`config.mk`:
```
export PLATFORM = sky130hd
export DESIGN_NAME = mem_ss_csr_top
export DESIGN_NICKNAME = d
export VERILOG_FILES = /design/src/verilog/mem_ss_pkg.sv /design/src/verilog/csr_pkg.sv /design/src/verilog/axi_lite_csr_bridge.sv /design/src/verilog/emif_cal_monitor.sv /design/src/verilog/mem_ss_csr.sv /design/src/verilog/mem_ss_csr_top.sv
export VERILOG_INCLUDE_DIRS = /design/src /design/src/include
export SDC_FILE = /design/constraint.sdc
export NUM_CORES = 1
export LEC_CHECK = 0
export BUFFER_PORTS_ARGS = -buffer_cell sky130_fd_sc_hd__buf_2
export CAP_MARGIN = 20
export CORE_MARGIN = 5
export CORE_UTILIZATION = 60
export CTS_BUF_LIST = sky130_fd_sc_hd__clkbuf_2 sky130_fd_sc_hd__clkbuf_4 sky130_fd_sc_hd__clkbuf_8
export CTS_CLUSTER_DIAMETER = 200
export DETAILED_ROUTE_END_ITERATION = 6
export PLACE_DENSITY_LB_ADDON = 0.15
export SYNTH_ARGS = -nofsm -noshare
export SYNTH_HDL_FRONTEND = slang
export SYNTH_SLANG_ARGS = --single-unit
```
`constraint.sdc`:
```
create_clock -name clk -period 5.5 [get_ports clk]
set_input_delay 1.375 -clock clk [delete_from_list [all_inputs] [get_ports clk]]
set_output_delay 1.375 -clock clk [all_outputs]
set_load 0.005 [all_outputs]
```
`src/include/mem_ss_defines.svh`:
```
/* Memory subsystem CSR defines */

`ifndef MEM_SS_DEFINES_SVH
`define MEM_SS_DEFINES_SVH

// ------------------------------
// Subsystem size
// ------------------------------

// DDR channels behind the subsystem
`define MEM_SS_DDR_CHANNEL 4

// Byte address of the 2 KB CSR window
`define MEM_SS_ADDR_WIDTH 11

// Bus and register width
`define MEM_SS_DATA_WIDTH 64

// ------------------------------
// Device feature header fields
// ------------------------------
`define MEM_SS_FEAT_ID   12'h9
`define MEM_SS_FEAT_VER  4'h1
`define MEM_SS_NEXT_DFH  24'h1000
// Not the last feature in the list
`define MEM_SS_EOL       1'b0

`endif

```
`src/verilog/mem_ss_pkg.sv`:
```
/* Memory subsystem types */

`include "mem_ss_defines.svh"

package mem_ss_pkg;

   // ------------------------------
   // Register map
   // ------------------------------

   // Byte offset of each register is index * 8
   typedef enum int unsigned {
      EMIF_DFH,          // 0x00
      EMIF_STATUS,       // 0x08
      EMIF_CAPABILITY,   // 0x10
      EMIF_SCRATCH,      // 0x18
      EMIF_NUM_REG
   } csr_idx_e;

   // One flag per DDR channel
   typedef logic [`MEM_SS_DDR_CHANNEL-1:0] chan_vec_t;

   // 64-bit word index out of a byte address
   function automatic logic [`MEM_SS_ADDR_WIDTH-4:0] csr_word_idx (
      input logic [`MEM_SS_ADDR_WIDTH-1:0] addr
   );
      return addr[`MEM_SS_ADDR_WIDTH-1:3];
   endfunction

endpackage

```
`src/verilog/csr_pkg.sv`:
```
/* Generic CSR types and update rule */

`include "mem_ss_defines.svh"

package csr_pkg;

   // ------------------------------
   // Types
   // ------------------------------

   // Per-bit access attribute
   typedef enum logic {
      RO = 1'b0,
      RW = 1'b1
   } csr_bit_attr_t;

   typedef logic [`MEM_SS_DATA_WIDTH-1:0]   csr_data_t;
   typedef logic [`MEM_SS_DATA_WIDTH/8-1:0] csr_strb_t;
   typedef csr_bit_attr_t [`MEM_SS_DATA_WIDTH-1:0] csr_attr_vec_t;

   // ------------------------------
   // Functions
   // ------------------------------

   // Same attribute on every bit of a register
   function automatic csr_attr_vec_t csr_attr_fill (input csr_bit_attr_t attr);
      csr_attr_vec_t vec;
      for (int b = 0; b < `MEM_SS_DATA_WIDTH; b++) begin
         vec[b] = attr;
      end
      return vec;
   endfunction

   // Next value of one register, bit by bit
   function automatic csr_data_t update_reg (
      input csr_attr_vec_t attr,
      input csr_data_t     reset_val,
      input csr_data_t     hw_val,
      input csr_data_t     cur_val,
      input logic          write_hit,
      input csr_data_t     wr_data,
      input csr_strb_t     wr_strb,
      input logic          reset_n
   );
      csr_data_t next_val;
      next_val = cur_val;
      for (int b = 0; b < `MEM_SS_DATA_WIDTH; b++) begin
         if (!reset_n) begin
            next_val[b] = reset_val[b];
         end else if (attr[b] == RO) begin
            // Hardware owns read-only bits
            next_val[b] = hw_val[b];
         end else if (write_hit && wr_strb[b/8]) begin
            next_val[b] = wr_data[b];
         end
      end
      return next_val;
   endfunction

endpackage

```
`src/verilog/axi_lite_csr_bridge.sv`:
```
/* AXI4-lite to CSR bridge */

`timescale 1ns/1ns
`include "mem_ss_defines.svh"

module axi_lite_csr_bridge (
   input  logic                            clk,
   input  logic                            rst_n,
   // Write address
   input  logic                            awvalid,
   output logic                            awready,
   input  logic [`MEM_SS_ADDR_WIDTH-1:0]   awaddr,
   // Write data
   input  logic                            wvalid,
   output logic                            wready,
   input  logic [`MEM_SS_DATA_WIDTH-1:0]   wdata,
   input  logic [`MEM_SS_DATA_WIDTH/8-1:0] wstrb,
   // Write response
   output logic                            bvalid,
   input  logic                            bready,
   output logic [1:0]                      bresp,
   // Read address
   input  logic                            arvalid,
   output logic                            arready,
   input  logic [`MEM_SS_ADDR_WIDTH-1:0]   araddr,
   // Read data
   output logic                            rvalid,
   input  logic                            rready,
   output logic [`MEM_SS_DATA_WIDTH-1:0]   rdata,
   output logic [1:0]                      rresp,
   // CSR side
   output logic                            csr_write,
   output logic [`MEM_SS_ADDR_WIDTH-1:0]   csr_waddr,
   output logic [`MEM_SS_DATA_WIDTH-1:0]   csr_wdata,
   output logic [`MEM_SS_DATA_WIDTH/8-1:0] csr_wstrb,
   output logic                            csr_read,
   output logic [`MEM_SS_ADDR_WIDTH-1:0]   csr_raddr,
   input  logic [`MEM_SS_DATA_WIDTH-1:0]   csr_readdata,
   input  logic                            csr_readdata_valid
);

   localparam logic [1:0] RESP_OKAY = 2'b00;

   typedef enum logic [1:0] {WR_IDLE, WR_ACCEPT, WR_EXEC, WR_RESP} wr_state_e;
   typedef enum logic [2:0] {RD_IDLE, RD_ACCEPT, RD_ISSUE, RD_WAIT, RD_RESP} rd_state_e;

   wr_state_e wr_state;
   rd_state_e rd_state;

   // ------------------------------
   // Write FSM
   // ------------------------------
   always_ff @(posedge clk) begin
      if (!rst_n) begin
         wr_state <= WR_IDLE;
      end else begin
         case (wr_state)
            // Address and data must both be present
            WR_IDLE:   if (awvalid && wvalid) wr_state <= WR_ACCEPT;
            WR_ACCEPT: wr_state <= (awvalid && wvalid) ? WR_EXEC : WR_IDLE;
            WR_EXEC:   wr_state <= WR_RESP;
            // Hold response until the host takes it
            WR_RESP:   if (bready) wr_state <= WR_IDLE;
            default:   wr_state <= WR_IDLE;
         endcase
      end
   end

   // Capture on the handshake edge
   always_ff @(posedge clk) begin
      if (wr_state == WR_ACCEPT && awvalid && wvalid) begin
         csr_waddr <= awaddr;
         csr_wdata <= wdata;
         csr_wstrb <= wstrb;
      end
   end

   assign awready   = (wr_state == WR_ACCEPT);
   assign wready    = (wr_state == WR_ACCEPT);
   assign csr_write = (wr_state == WR_EXEC);
   assign bvalid    = (wr_state == WR_RESP);
   assign bresp     = RESP_OKAY;

   // ------------------------------
   // Read FSM
   // ------------------------------
   always_ff @(posedge clk) begin
      if (!rst_n) begin
         rd_state <= RD_IDLE;
      end else begin
         case (rd_state)
            RD_IDLE:   if (arvalid) rd_state <= RD_ACCEPT;
            RD_ACCEPT: rd_state <= arvalid ? RD_ISSUE : RD_IDLE;
            RD_ISSUE:  rd_state <= RD_WAIT;
            // Register file answers two cycles after the strobe
            RD_WAIT:   if (csr_readdata_valid) rd_state <= RD_RESP;
            RD_RESP:   if (rready) rd_state <= RD_IDLE;
            default:   rd_state <= RD_IDLE;
         endcase
      end
   end

   always_ff @(posedge clk) begin
      if (rd_state == RD_ACCEPT && arvalid) begin
         csr_raddr <= araddr;
      end
      // Read data stays put until rready
      if (rd_state == RD_WAIT && csr_readdata_valid) begin
         rdata <= csr_readdata;
      end
   end

   assign arready  = (rd_state == RD_ACCEPT);
   assign csr_read = (rd_state == RD_ISSUE);
   assign rvalid   = (rd_state == RD_RESP);
   assign rresp    = RESP_OKAY;

   // ------------------------------
   // Assertions
   // ------------------------------

   // Register file only answers a read we issued
   ap_rdv_outstanding: assert property (@(posedge clk) disable iff (!rst_n)
      csr_readdata_valid |-> (rd_state == RD_WAIT))
      else $error("csr_readdata_valid without an outstanding read");

   ap_bvalid_hold: assert property (@(posedge clk) disable iff (!rst_n)
      (bvalid && !bready) |=> bvalid)
      else $error("bvalid dropped before bready");

endmodule

```
`src/verilog/emif_cal_monitor.sv`:
```
/* Calibration flag synchronizer */

`timescale 1ns/1ns

module emif_cal_monitor
   import mem_ss_pkg::*;
(
   input  logic      clk,
   input  logic      rst_n,
   // From the memory controller clock domain
   input  chan_vec_t cal_success,
   input  chan_vec_t cal_fail,
   // Local clock domain
   output chan_vec_t cal_success_sync,
   output chan_vec_t cal_fail_sync
);

   // First stage, may go metastable
   chan_vec_t success_meta;
   chan_vec_t fail_meta;

   // ------------------------------
   // Two-flop synchronizer
   // ------------------------------

   // Each bit is an independent level
   always_ff @(posedge clk) begin
      if (!rst_n) begin
         success_meta     <= '0;
         fail_meta        <= '0;
         cal_success_sync <= '0;
         cal_fail_sync    <= '0;
      end else begin
         success_meta     <= cal_success;
         fail_meta        <= cal_fail;
         // Second stage settles the value
         cal_success_sync <= success_meta;
         cal_fail_sync    <= fail_meta;
      end
   end

   // ------------------------------
   // Consistency check
   // ------------------------------

   // Controller never reports pass and fail on one channel
   ap_cal_exclusive: assert property (@(posedge clk) disable iff (!rst_n)
      (cal_success_sync & cal_fail_sync) == '0)
      else $error("channel reports calibration success and fail together");

endmodule

```
`src/verilog/mem_ss_csr.sv`:
```
/* Memory subsystem register file */

`timescale 1ns/1ns
`include "mem_ss_defines.svh"

module mem_ss_csr
   import mem_ss_pkg::*;
   import csr_pkg::*;
(
   input  logic                            clk,
   input  logic                            rst_n,
   // Write strobe
   input  logic                            csr_write,
   input  logic [`MEM_SS_ADDR_WIDTH-1:0]   csr_waddr,
   input  logic [`MEM_SS_DATA_WIDTH-1:0]   csr_wdata,
   input  logic [`MEM_SS_DATA_WIDTH/8-1:0] csr_wstrb,
   // Read strobe and response
   input  logic                            csr_read,
   input  logic [`MEM_SS_ADDR_WIDTH-1:0]   csr_raddr,
   output logic [`MEM_SS_DATA_WIDTH-1:0]   csr_readdata,
   output logic                            csr_readdata_valid,
   // Synchronized calibration flags
   input  chan_vec_t                       cal_success_sync,
   input  chan_vec_t                       cal_fail_sync
);

   localparam int DATA_W  = `MEM_SS_DATA_WIDTH;
   localparam int NUM_CH  = `MEM_SS_DDR_CHANNEL;
   localparam int NUM_REG = EMIF_NUM_REG;
   localparam int IDX_W   = `MEM_SS_ADDR_WIDTH - 3;
   // Bits needed to select an implemented register
   localparam int SEL_W   = $clog2(NUM_REG);

   localparam csr_attr_vec_t ATTR_RO = csr_attr_fill(RO);
   localparam csr_attr_vec_t ATTR_RW = csr_attr_fill(RW);

   /*
      DFH layout
      [63:60] feature type, [59:41] reserved, [40] end of list,
      [39:16] next DFH offset, [15:12] version, [11:0] feature id
   */
   localparam csr_data_t DFH_VAL = {4'h3, 8'h0, 4'h0, 7'h0, `MEM_SS_EOL,
                                    `MEM_SS_NEXT_DFH, `MEM_SS_FEAT_VER, `MEM_SS_FEAT_ID};

   // One bit per present channel
   localparam csr_data_t CAP_VAL = {{(DATA_W-NUM_CH){1'b0}}, {NUM_CH{1'b1}}};

   csr_data_t     csr_reg   [NUM_REG];
   csr_attr_vec_t reg_attr  [NUM_REG];
   csr_data_t     reg_rst   [NUM_REG];
   csr_data_t     reg_hw    [NUM_REG];

   logic             csr_read_reg;
   logic [SEL_W-1:0] rd_sel;
   logic             range_valid;
   logic [IDX_W-1:0] wr_idx;

   // ------------------------------
   // Register definitions
   // ------------------------------
   always_comb begin
      reg_attr[EMIF_DFH]        = ATTR_RO;
      reg_rst[EMIF_DFH]         = DFH_VAL;
      reg_hw[EMIF_DFH]          = DFH_VAL;

      // Fail flags sit above the success flags
      reg_attr[EMIF_STATUS]     = ATTR_RO;
      reg_rst[EMIF_STATUS]      = '0;
      reg_hw[EMIF_STATUS]       = {{(DATA_W-2*NUM_CH){1'b0}}, cal_fail_sync,
                                   cal_success_sync};

      reg_attr[EMIF_CAPABILITY] = ATTR_RO;
      reg_rst[EMIF_CAPABILITY]  = CAP_VAL;
      reg_hw[EMIF_CAPABILITY]   = CAP_VAL;

      // Scratchpad is software owned
      reg_attr[EMIF_SCRATCH]    = ATTR_RW;
      reg_rst[EMIF_SCRATCH]     = '0;
      reg_hw[EMIF_SCRATCH]      = '0;
   end

   // ------------------------------
   // Register update
   // ------------------------------
   assign wr_idx = csr_word_idx(csr_waddr);

   // Out of range writes match no index
   always_ff @(posedge clk) begin
      for (int i = 0; i < NUM_REG; i++) begin
         csr_reg[i] <= update_reg(reg_attr[i], reg_rst[i], reg_hw[i], csr_reg[i],
                                  csr_write && (wr_idx == IDX_W'(i)),
                                  csr_wdata, csr_wstrb, rst_n);
      end
   end

   // ------------------------------
   // Read path
   // ------------------------------

   // Stage 1 registers the strobe and the range check
   always_ff @(posedge clk) begin
      if (!rst_n) begin
         csr_read_reg <= 1'b0;
      end else begin
         csr_read_reg <= csr_read;
      end
   end

   always_ff @(posedge clk) begin
      rd_sel      <= csr_raddr[SEL_W+2:3];
      range_valid <= (csr_word_idx(csr_raddr) < IDX_W'(NUM_REG));
   end

   // Stage 2 muxes the data, unmapped reads return zero
   always_ff @(posedge clk) begin
      csr_readdata <= '0;
      if (csr_read_reg && range_valid) begin
         csr_readdata <= csr_reg[rd_sel];
      end
   end

   always_ff @(posedge clk) begin
      if (!rst_n) begin
         csr_readdata_valid <= 1'b0;
      end else begin
         csr_readdata_valid <= csr_read_reg;
      end
   end

   // ------------------------------
   // Assertions
   // ------------------------------

   // Bridge runs reads and writes apart on one register
   ap_no_rw_collision: assert property (@(posedge clk) disable iff (!rst_n)
      !(csr_read && csr_write && (csr_word_idx(csr_raddr) == wr_idx)))
      else $error("CSR read and write hit the same address in one cycle");

endmodule

```
`src/verilog/mem_ss_csr_top.sv`:
```
/* Memory subsystem CSR top */

`timescale 1ns/1ns
`include "mem_ss_defines.svh"

module mem_ss_csr_top
   import mem_ss_pkg::*;
(
   input  logic                            clk,
   input  logic                            rst_n,
   // AXI4-lite slave
   input  logic                            awvalid,
   output logic                            awready,
   input  logic [`MEM_SS_ADDR_WIDTH-1:0]   awaddr,
   input  logic                            wvalid,
   output logic                            wready,
   input  logic [`MEM_SS_DATA_WIDTH-1:0]   wdata,
   input  logic [`MEM_SS_DATA_WIDTH/8-1:0] wstrb,
   output logic                            bvalid,
   input  logic                            bready,
   output logic [1:0]                      bresp,
   input  logic                            arvalid,
   output logic                            arready,
   input  logic [`MEM_SS_ADDR_WIDTH-1:0]   araddr,
   output logic                            rvalid,
   input  logic                            rready,
   output logic [`MEM_SS_DATA_WIDTH-1:0]   rdata,
   output logic [1:0]                      rresp,
   // Calibration flags, asynchronous
   input  chan_vec_t                       cal_success,
   input  chan_vec_t                       cal_fail
);

   // Bridge to register file
   logic                            csr_write;
   logic [`MEM_SS_ADDR_WIDTH-1:0]   csr_waddr;
   logic [`MEM_SS_DATA_WIDTH-1:0]   csr_wdata;
   logic [`MEM_SS_DATA_WIDTH/8-1:0] csr_wstrb;
   logic                            csr_read;
   logic [`MEM_SS_ADDR_WIDTH-1:0]   csr_raddr;
   logic [`MEM_SS_DATA_WIDTH-1:0]   csr_readdata;
   logic                            csr_readdata_valid;

   // Monitor to register file
   chan_vec_t cal_success_sync;
   chan_vec_t cal_fail_sync;

   axi_lite_csr_bridge bridge_i (
      .clk                (clk),
      .rst_n              (rst_n),
      .awvalid            (awvalid),
      .awready            (awready),
      .awaddr             (awaddr),
      .wvalid             (wvalid),
      .wready             (wready),
      .wdata              (wdata),
      .wstrb              (wstrb),
      .bvalid             (bvalid),
      .bready             (bready),
      .bresp              (bresp),
      .arvalid            (arvalid),
      .arready            (arready),
      .araddr             (araddr),
      .rvalid             (rvalid),
      .rready             (rready),
      .rdata              (rdata),
      .rresp              (rresp),
      .csr_write          (csr_write),
      .csr_waddr          (csr_waddr),
      .csr_wdata          (csr_wdata),
      .csr_wstrb          (csr_wstrb),
      .csr_read           (csr_read),
      .csr_raddr          (csr_raddr),
      .csr_readdata       (csr_readdata),
      .csr_readdata_valid (csr_readdata_valid)
   );

   emif_cal_monitor cal_mon_i (
      .clk              (clk),
      .rst_n            (rst_n),
      .cal_success      (cal_success),
      .cal_fail         (cal_fail),
      .cal_success_sync (cal_success_sync),
      .cal_fail_sync    (cal_fail_sync)
   );

   mem_ss_csr csr_i (
      .clk                (clk),
      .rst_n              (rst_n),
      .csr_write          (csr_write),
      .csr_waddr          (csr_waddr),
      .csr_wdata          (csr_wdata),
      .csr_wstrb          (csr_wstrb),
      .csr_read           (csr_read),
      .csr_raddr          (csr_raddr),
      .csr_readdata       (csr_readdata),
      .csr_readdata_valid (csr_readdata_valid),
      .cal_success_sync   (cal_success_sync),
      .cal_fail_sync      (cal_fail_sync)
   );

endmodule

```
==> out/metrics.yaml, run 1 <==
place:
  post_dp_cell_area_um2: 11000
  gp_congestion: 0.774
  place_ws_ps: 2450
  port_buffers: 171
  detailed_place_hpwl_um: 9640
  dp.cells: 930
power_and_ir_drop:
  cellLeakagePower_nw: 4.41
  power.total_mw: 4.59
  p_comb_frac: 0.020
  power.switching_mw: 0.842
  p_per_area_nw_per_um2: 383
  p_int_mw: 3.75
  vdd_drop_max_v: 0.000239
  seqPwrFrac: 0.560
  sw_frac_of_total: 0.183
  clkPwrFrac: 0.420
clock_tree:
  hold_buffers: 0
  clk_pin_slew_worst_paths_ps: 60
  cts_buffer_depth: 3
  cts_root_buffer: "clkbuf_8"
  insertion_delay_ps: 530
  cts_num_sinks: 314
  cts_buffers: 45
  cts_resized: 0
  htreeDepth: 2
  cts_tree: "yes"
  cts_setup_buffers: 0
die:
  start_util: 0.605
  fp.dieArea_um2: 19200
  num_io_pins: 182
  core_um2: 16400
  fp.dieW_um: 139
  core.rowCount: 47
  die_height_um: 139
sta:
  worst_pin_slew_ps: 1040
  slew_headroom: 0.304
  slew_violations: 0
  min_period_ps: 2730
  hold_viol_final: 0
  setup_viol: 0
  setup_tns_ps: 0
  fin_ws_ps: 2770
  fin_crit_sh: 0.497
  skew_ps: 15.1
  fmax_ghz: 0.366
  hold_ws_ps: 342
  rsz0062_at_grt: "no"
synth:
  synthArstFlopShare: 0
  synth_top_area_cell: "edfxtp_1"
  synth-seq-cells: 314
  synthTopCellsByArea: "edfxtp_1 (65%), dfxtp_1 (20%), and2_1 (8.9%)"
  synth_ff_type: "edfxtp_1"
  netlist_area_um2: 9930
  ys_seq_area_frac: 0.851
  ys.warnings.count: 0
  syn_avg_cell_area_um2: 17.8
  ys_types: 29
  synth-edff-count: 216
  postSynthCellCount: 558
  synth_top_area_share: 0.653
global_route:
  grt_max_degree: 82
  grt_usage: 0.155
  grt_pass1_vias: 4960
  grt-ovfl-total: 0
  grt_pass1_wl_um: 23800
  antenna_found_initial: 0
drt:
  drt-pass1-iter-count: 4
  wl_per_cell_um: 14.4
  dr_total_vias: 4721
  avgViaCountPerCell: 4.66
  totalWireLength_um: 14600
  antenna_left: 0
  drc_errors: 0
  first_iter_violations: 239
cells_and_area:
  final_cell_mix: "edfxtp_1 (216), buf_2 (171), and2_1 (142)"
  drive_above_1_share: 0.339
  syn2layout_area_growth_pct: 20.9
  antenna_cells: 0
  final_area_um2: 12000
  seq_area_um2: 8450
  fillers: 1036
  largest_reg_flops: 72
  finalNetCount: 866
  final_common_cell: "edfxtp_1"
  finalNonFillerCells: 1014
  post-route-util: 0.731
  multiInputGateArea_um2: 1350
run:
  max_cap_violations: 0
critical_path:
  worst-path-max-fanout: 9
  worstPathArrival_ps: 1360
  critPathKind: "reg -> out"
  required_ps: 4120
  critPathLaunchType: "register"
  cp-end-kind: "output port"
outcome:
  outcome: "completed"
min_path:
  hp-class: "reg -> reg"
kinds of logic after synthesis:
family / count (synthesis) / share of synthesized area
DFF: 314 / 0.851
muxes: 6 / 0.00605
and+or+nand+nor: 178 / 0.110
other: 1 / 0.000378
buffers and inverters: 34 / 0.0155
AOI/OAI and AO/OA: 25 / 0.0169
layout make-up:
type | count | area share
clock inverter | 3 | 0.00355
clock buffer | 81 | 0.0809
multi-input combinational | 213 | 0.113
sequential | 314 | 0.704
inverter | 9 | 0.00282
timing repair buffer | 174 | 0.0732
tap | 220 | 0.0229
synthesized netlist by cell type, drive strengths merged, types with 2 or more instances:
| library cell | instances |
|---|---|
| inv | 9 |
| and2 | 142 |
| nor3b | 3 |
| edfxtp | 216 |
| nand3 | 5 |
| nand2b | 2 |
| o21ai | 10 |
| o21a | 3 |
| a21oi | 10 |
| nor2 | 7 |
| clkbuf | 19 |
| buf | 6 |
| dfxtp | 98 |
| nor2b | 3 |
| mux2i | 6 |
| nand2 | 6 |
| or4 | 3 |
final timing paths:
kind | from | endpoint | slack, ps | depth (start not counted)
min reg2reg | bridge_i.csr_raddr[3]$_DFFE_PP_ | csr_i.rd_sel[0]$_DFF_P_ | 340 | 0
max reg2reg | bridge_i.csr_waddr[6]$_DFFE_PP_ | csr_i.csr_reg[3][27]$_DFFE_PP_ | 2950 | 3
min | bridge_i.csr_raddr[3]$_DFFE_PP_ | csr_i.rd_sel[0]$_DFF_P_ | 340 | 0
max | bridge_i.rd_state[1]$_SDFFE_PN0P_ | rvalid | 2770 | 2
critical path: stages, from the launching register on:
cell     delay (ps)
dfxtp_1         380
nor3b_1         280
buf_2           170
power by group through the flow:
stage	Sequential, mW	Combinational (mW)	Clock, mW
after global routing	2.58	0.103	2.11
after global placement	2.62	0.0880	0
after detailed placement	2.62	0.0921	0
after CTS	2.57	0.0924	1.98
final	2.57	0.0910	1.93
after floorplan	2.62	0.0467	0
metal layers:
| metal | vias up | global-route usage | share of wire |
|---|---|---|---|
| met5 | - | 0 | 0 |
| met4 | 0 | 0.0618 | 0.022 |
| met3 | 29 | 0.0479 | 0.071 |
| met2 | 157 | 0.267 | 0.51 |
| met1 | 2186 | 0.184 | 0.40 |
| li1 | 2349 | - | - |
No activity file was read; power rests on OpenSTA's default activity.
==> run 2: changes to the inputs <==
Settings changed: ABC_AREA from default to 1, CORE_UTILIZATION 60 to 57.
Clock period 5.5 ns to 2.7 ns, I/O delays scaled along.
==> out/metrics.yaml, run 2 <==
outcome:
  outcome: "completed"
cells_and_area:
  final_common_cell: "edfxtp_1"
  finalNonFillerCells: 1195
  drive_above_1_share: 0.317
  final_cell_mix: "edfxtp_1 (216), buf_2 (170), inv_1 (154)"
  finalNetCount: 1038
  largest_reg_flops: 72
  syn2layout_area_growth_pct: 19.8
  antenna_cells: 0
sta:
  setup_tns_ps: 0
  slew_violations: 0
  fmax_ghz: 0.506
  fin_crit_sh: 0.732
  rsz0062_at_grt: "no"
  slew_headroom: 0.567
  hold_viol_final: 0
  worst_pin_slew_ps: 650
  min_period_ps: 1980
  setup_viol: 0
  skew_ps: 20.2
global_route:
  grt-ovfl-total: 0
  grt_usage: 0.162
  antenna_found_initial: 2
  grt_pass1_wl_um: 26300
  grt_pass1_vias: 5579
  grt_max_degree: 81
die:
  num_io_pins: 182
  die_height_um: 144
  core.rowCount: 49
  core_um2: 17800
  fp.dieW_um: 144
  fp.dieArea_um2: 20800
  start_util: 0.576
clock_tree:
  cts_resized: 0
  cts_setup_buffers: 0
  cts_root_buffer: "clkbuf_8"
  cts_num_sinks: 314
  cts_buffer_depth: 3
  insertion_delay_ps: 540
  cts_buffers: 48
  cts_tree: "yes"
  hold_buffers: 0
  clk_pin_slew_worst_paths_ps: 60
  htreeDepth: 2
power_and_ir_drop:
  cellLeakagePower_nw: 5.77
  vdd_drop_max_v: 0.000498
  p_per_area_nw_per_um2: 751
critical_path:
  worstPathArrival_ps: 1300
  critPathLaunchType: "register"
  path_cells: "inv_1 -> nand2_1 -> nor2_1 -> buf_2"
  cp_slowest_stage_delay_ps: 340
  critPathKind: "reg -> out"
  required_ps: 2030
  worst-path-max-fanout: 3
  cp-end-kind: "output port"
  path_delay_family: "flip-flops"
  critPathBufInv: 2
  slowest_stage: "dfxtp_1"
drt:
  drc_errors: 0
  dr_total_vias: 5333
  antenna_left: 0
  drt-pass1-iter-count: 4
  totalWireLength_um: 16300
  avgViaCountPerCell: 4.46
  wl_per_cell_um: 13.7
  first_iter_violations: 191
synth:
  post-synth-top-count-cell: "edfxtp_1"
  netlist_area_um2: 10300
  ys.warnings.count: 0
  syn_avg_cell_area_um2: 14.2
  synth_ff_type: "edfxtp_1"
  ys_seq_area_frac: 0.822
  synthTopCellsByArea: "edfxtp_1 (63%), dfxtp_1 (19%), inv_1 (5.7%)"
  synth_common_cells: "edfxtp_1 (216), inv_1 (156), nand2_1 (118)"
  ys_types: 21
  synth-seq-cells: 314
  postSynthCellCount: 722
  synth_top_area_cell: "edfxtp_1"
  synthArstFlopShare: 0
  synth-edff-count: 216
  synth_top_area_share: 0.631
place:
  port_buffers: 171
  dp.cells: 1108
  detailed_place_hpwl_um: 10800
  gp_congestion: 0.741
min_path:
  hp-class: "in -> reg"
run:
  max_cap_violations: 0
run 2: cell types whose count changed after synthesis, moves of 8 or more:
cell,delta
clkbuf_1,-19
nand3_1,+9
o21ai_2,-8
and2_1,-142
inv_1,+147
nor2_4,+10
nor2_2,+31
buf_2,+12
nand2_1,+112
nor2_1,+20
run 2: final cells by class:
| type | instances | area (um^2) |
|---|---|---|
| inverters | 158 | 597 |
| well taps | 229 | 287 |
| flip-flops and latches | 314 | 8450 |
| repair buffers | 177 | 928 |
| clock buffers | 71 | 858 |
| clock inverters | 16 | 100 |
| fillers | 1233 | 5530 |
| multi-input cells | 230 | 1090 |
run 2: metal layers:
layer	up-vias	share of wire	track usage
met5	-	0.00092	0
met4	4	0.018	0.0525
met3	36	0.099	0.0556
met2	200	0.48	0.270
met1	2399	0.41	0.203
li1	2694	-	-
run 2: kinds of logic after synthesis:
logic type | synth area share
flops | 0.822
simple gates | 0.0944
buf+inv | 0.0738
compound gates | 0.00938
other cells | 0.000365
run 2: worst paths after layout:
check                                                       start                               end  slack (ps)  cells past startpoint
worst min register to register    bridge_i.csr_raddr[4]$_DFFE_PP_           csr_i.rd_sel[1]$_DFF_P_         360                      0
worst max register to register    bridge_i.csr_waddr[8]$_DFFE_PP_    csr_i.csr_reg[3][45]$_DFFE_PP_         950                      4
worst min-delay path                                    wdata[57]  bridge_i.csr_wdata[57]$_DFFE_PP_         310                      1
worst max-delay path            bridge_i.rd_state[2]$_SDFFE_PN0P_                           arready         720                      4
run 2: report_power, final:
part,total (mW),switching (mW),internal [mW]
clock,3.78,1.65,2.13
sequential,5.24,0.0266,5.21
combinational,0.217,0.131,0.0852
run 2: through the flow:
step           setup slack (ps)  hold WS (ps)   util  power (mW)  cell area [um^2]
5_1_grt                     625           263  0.690        9.64             12300
4_1_cts                     687           272  0.690        9.36             12300
3_5_place_dp                805           343  0.636        5.56             11300
3_3_place_gp                874           356  0.636        5.55             11300
2_1_floorplan               327           323      -        5.45             10300
6_report                    725           312  0.690        9.24             12300
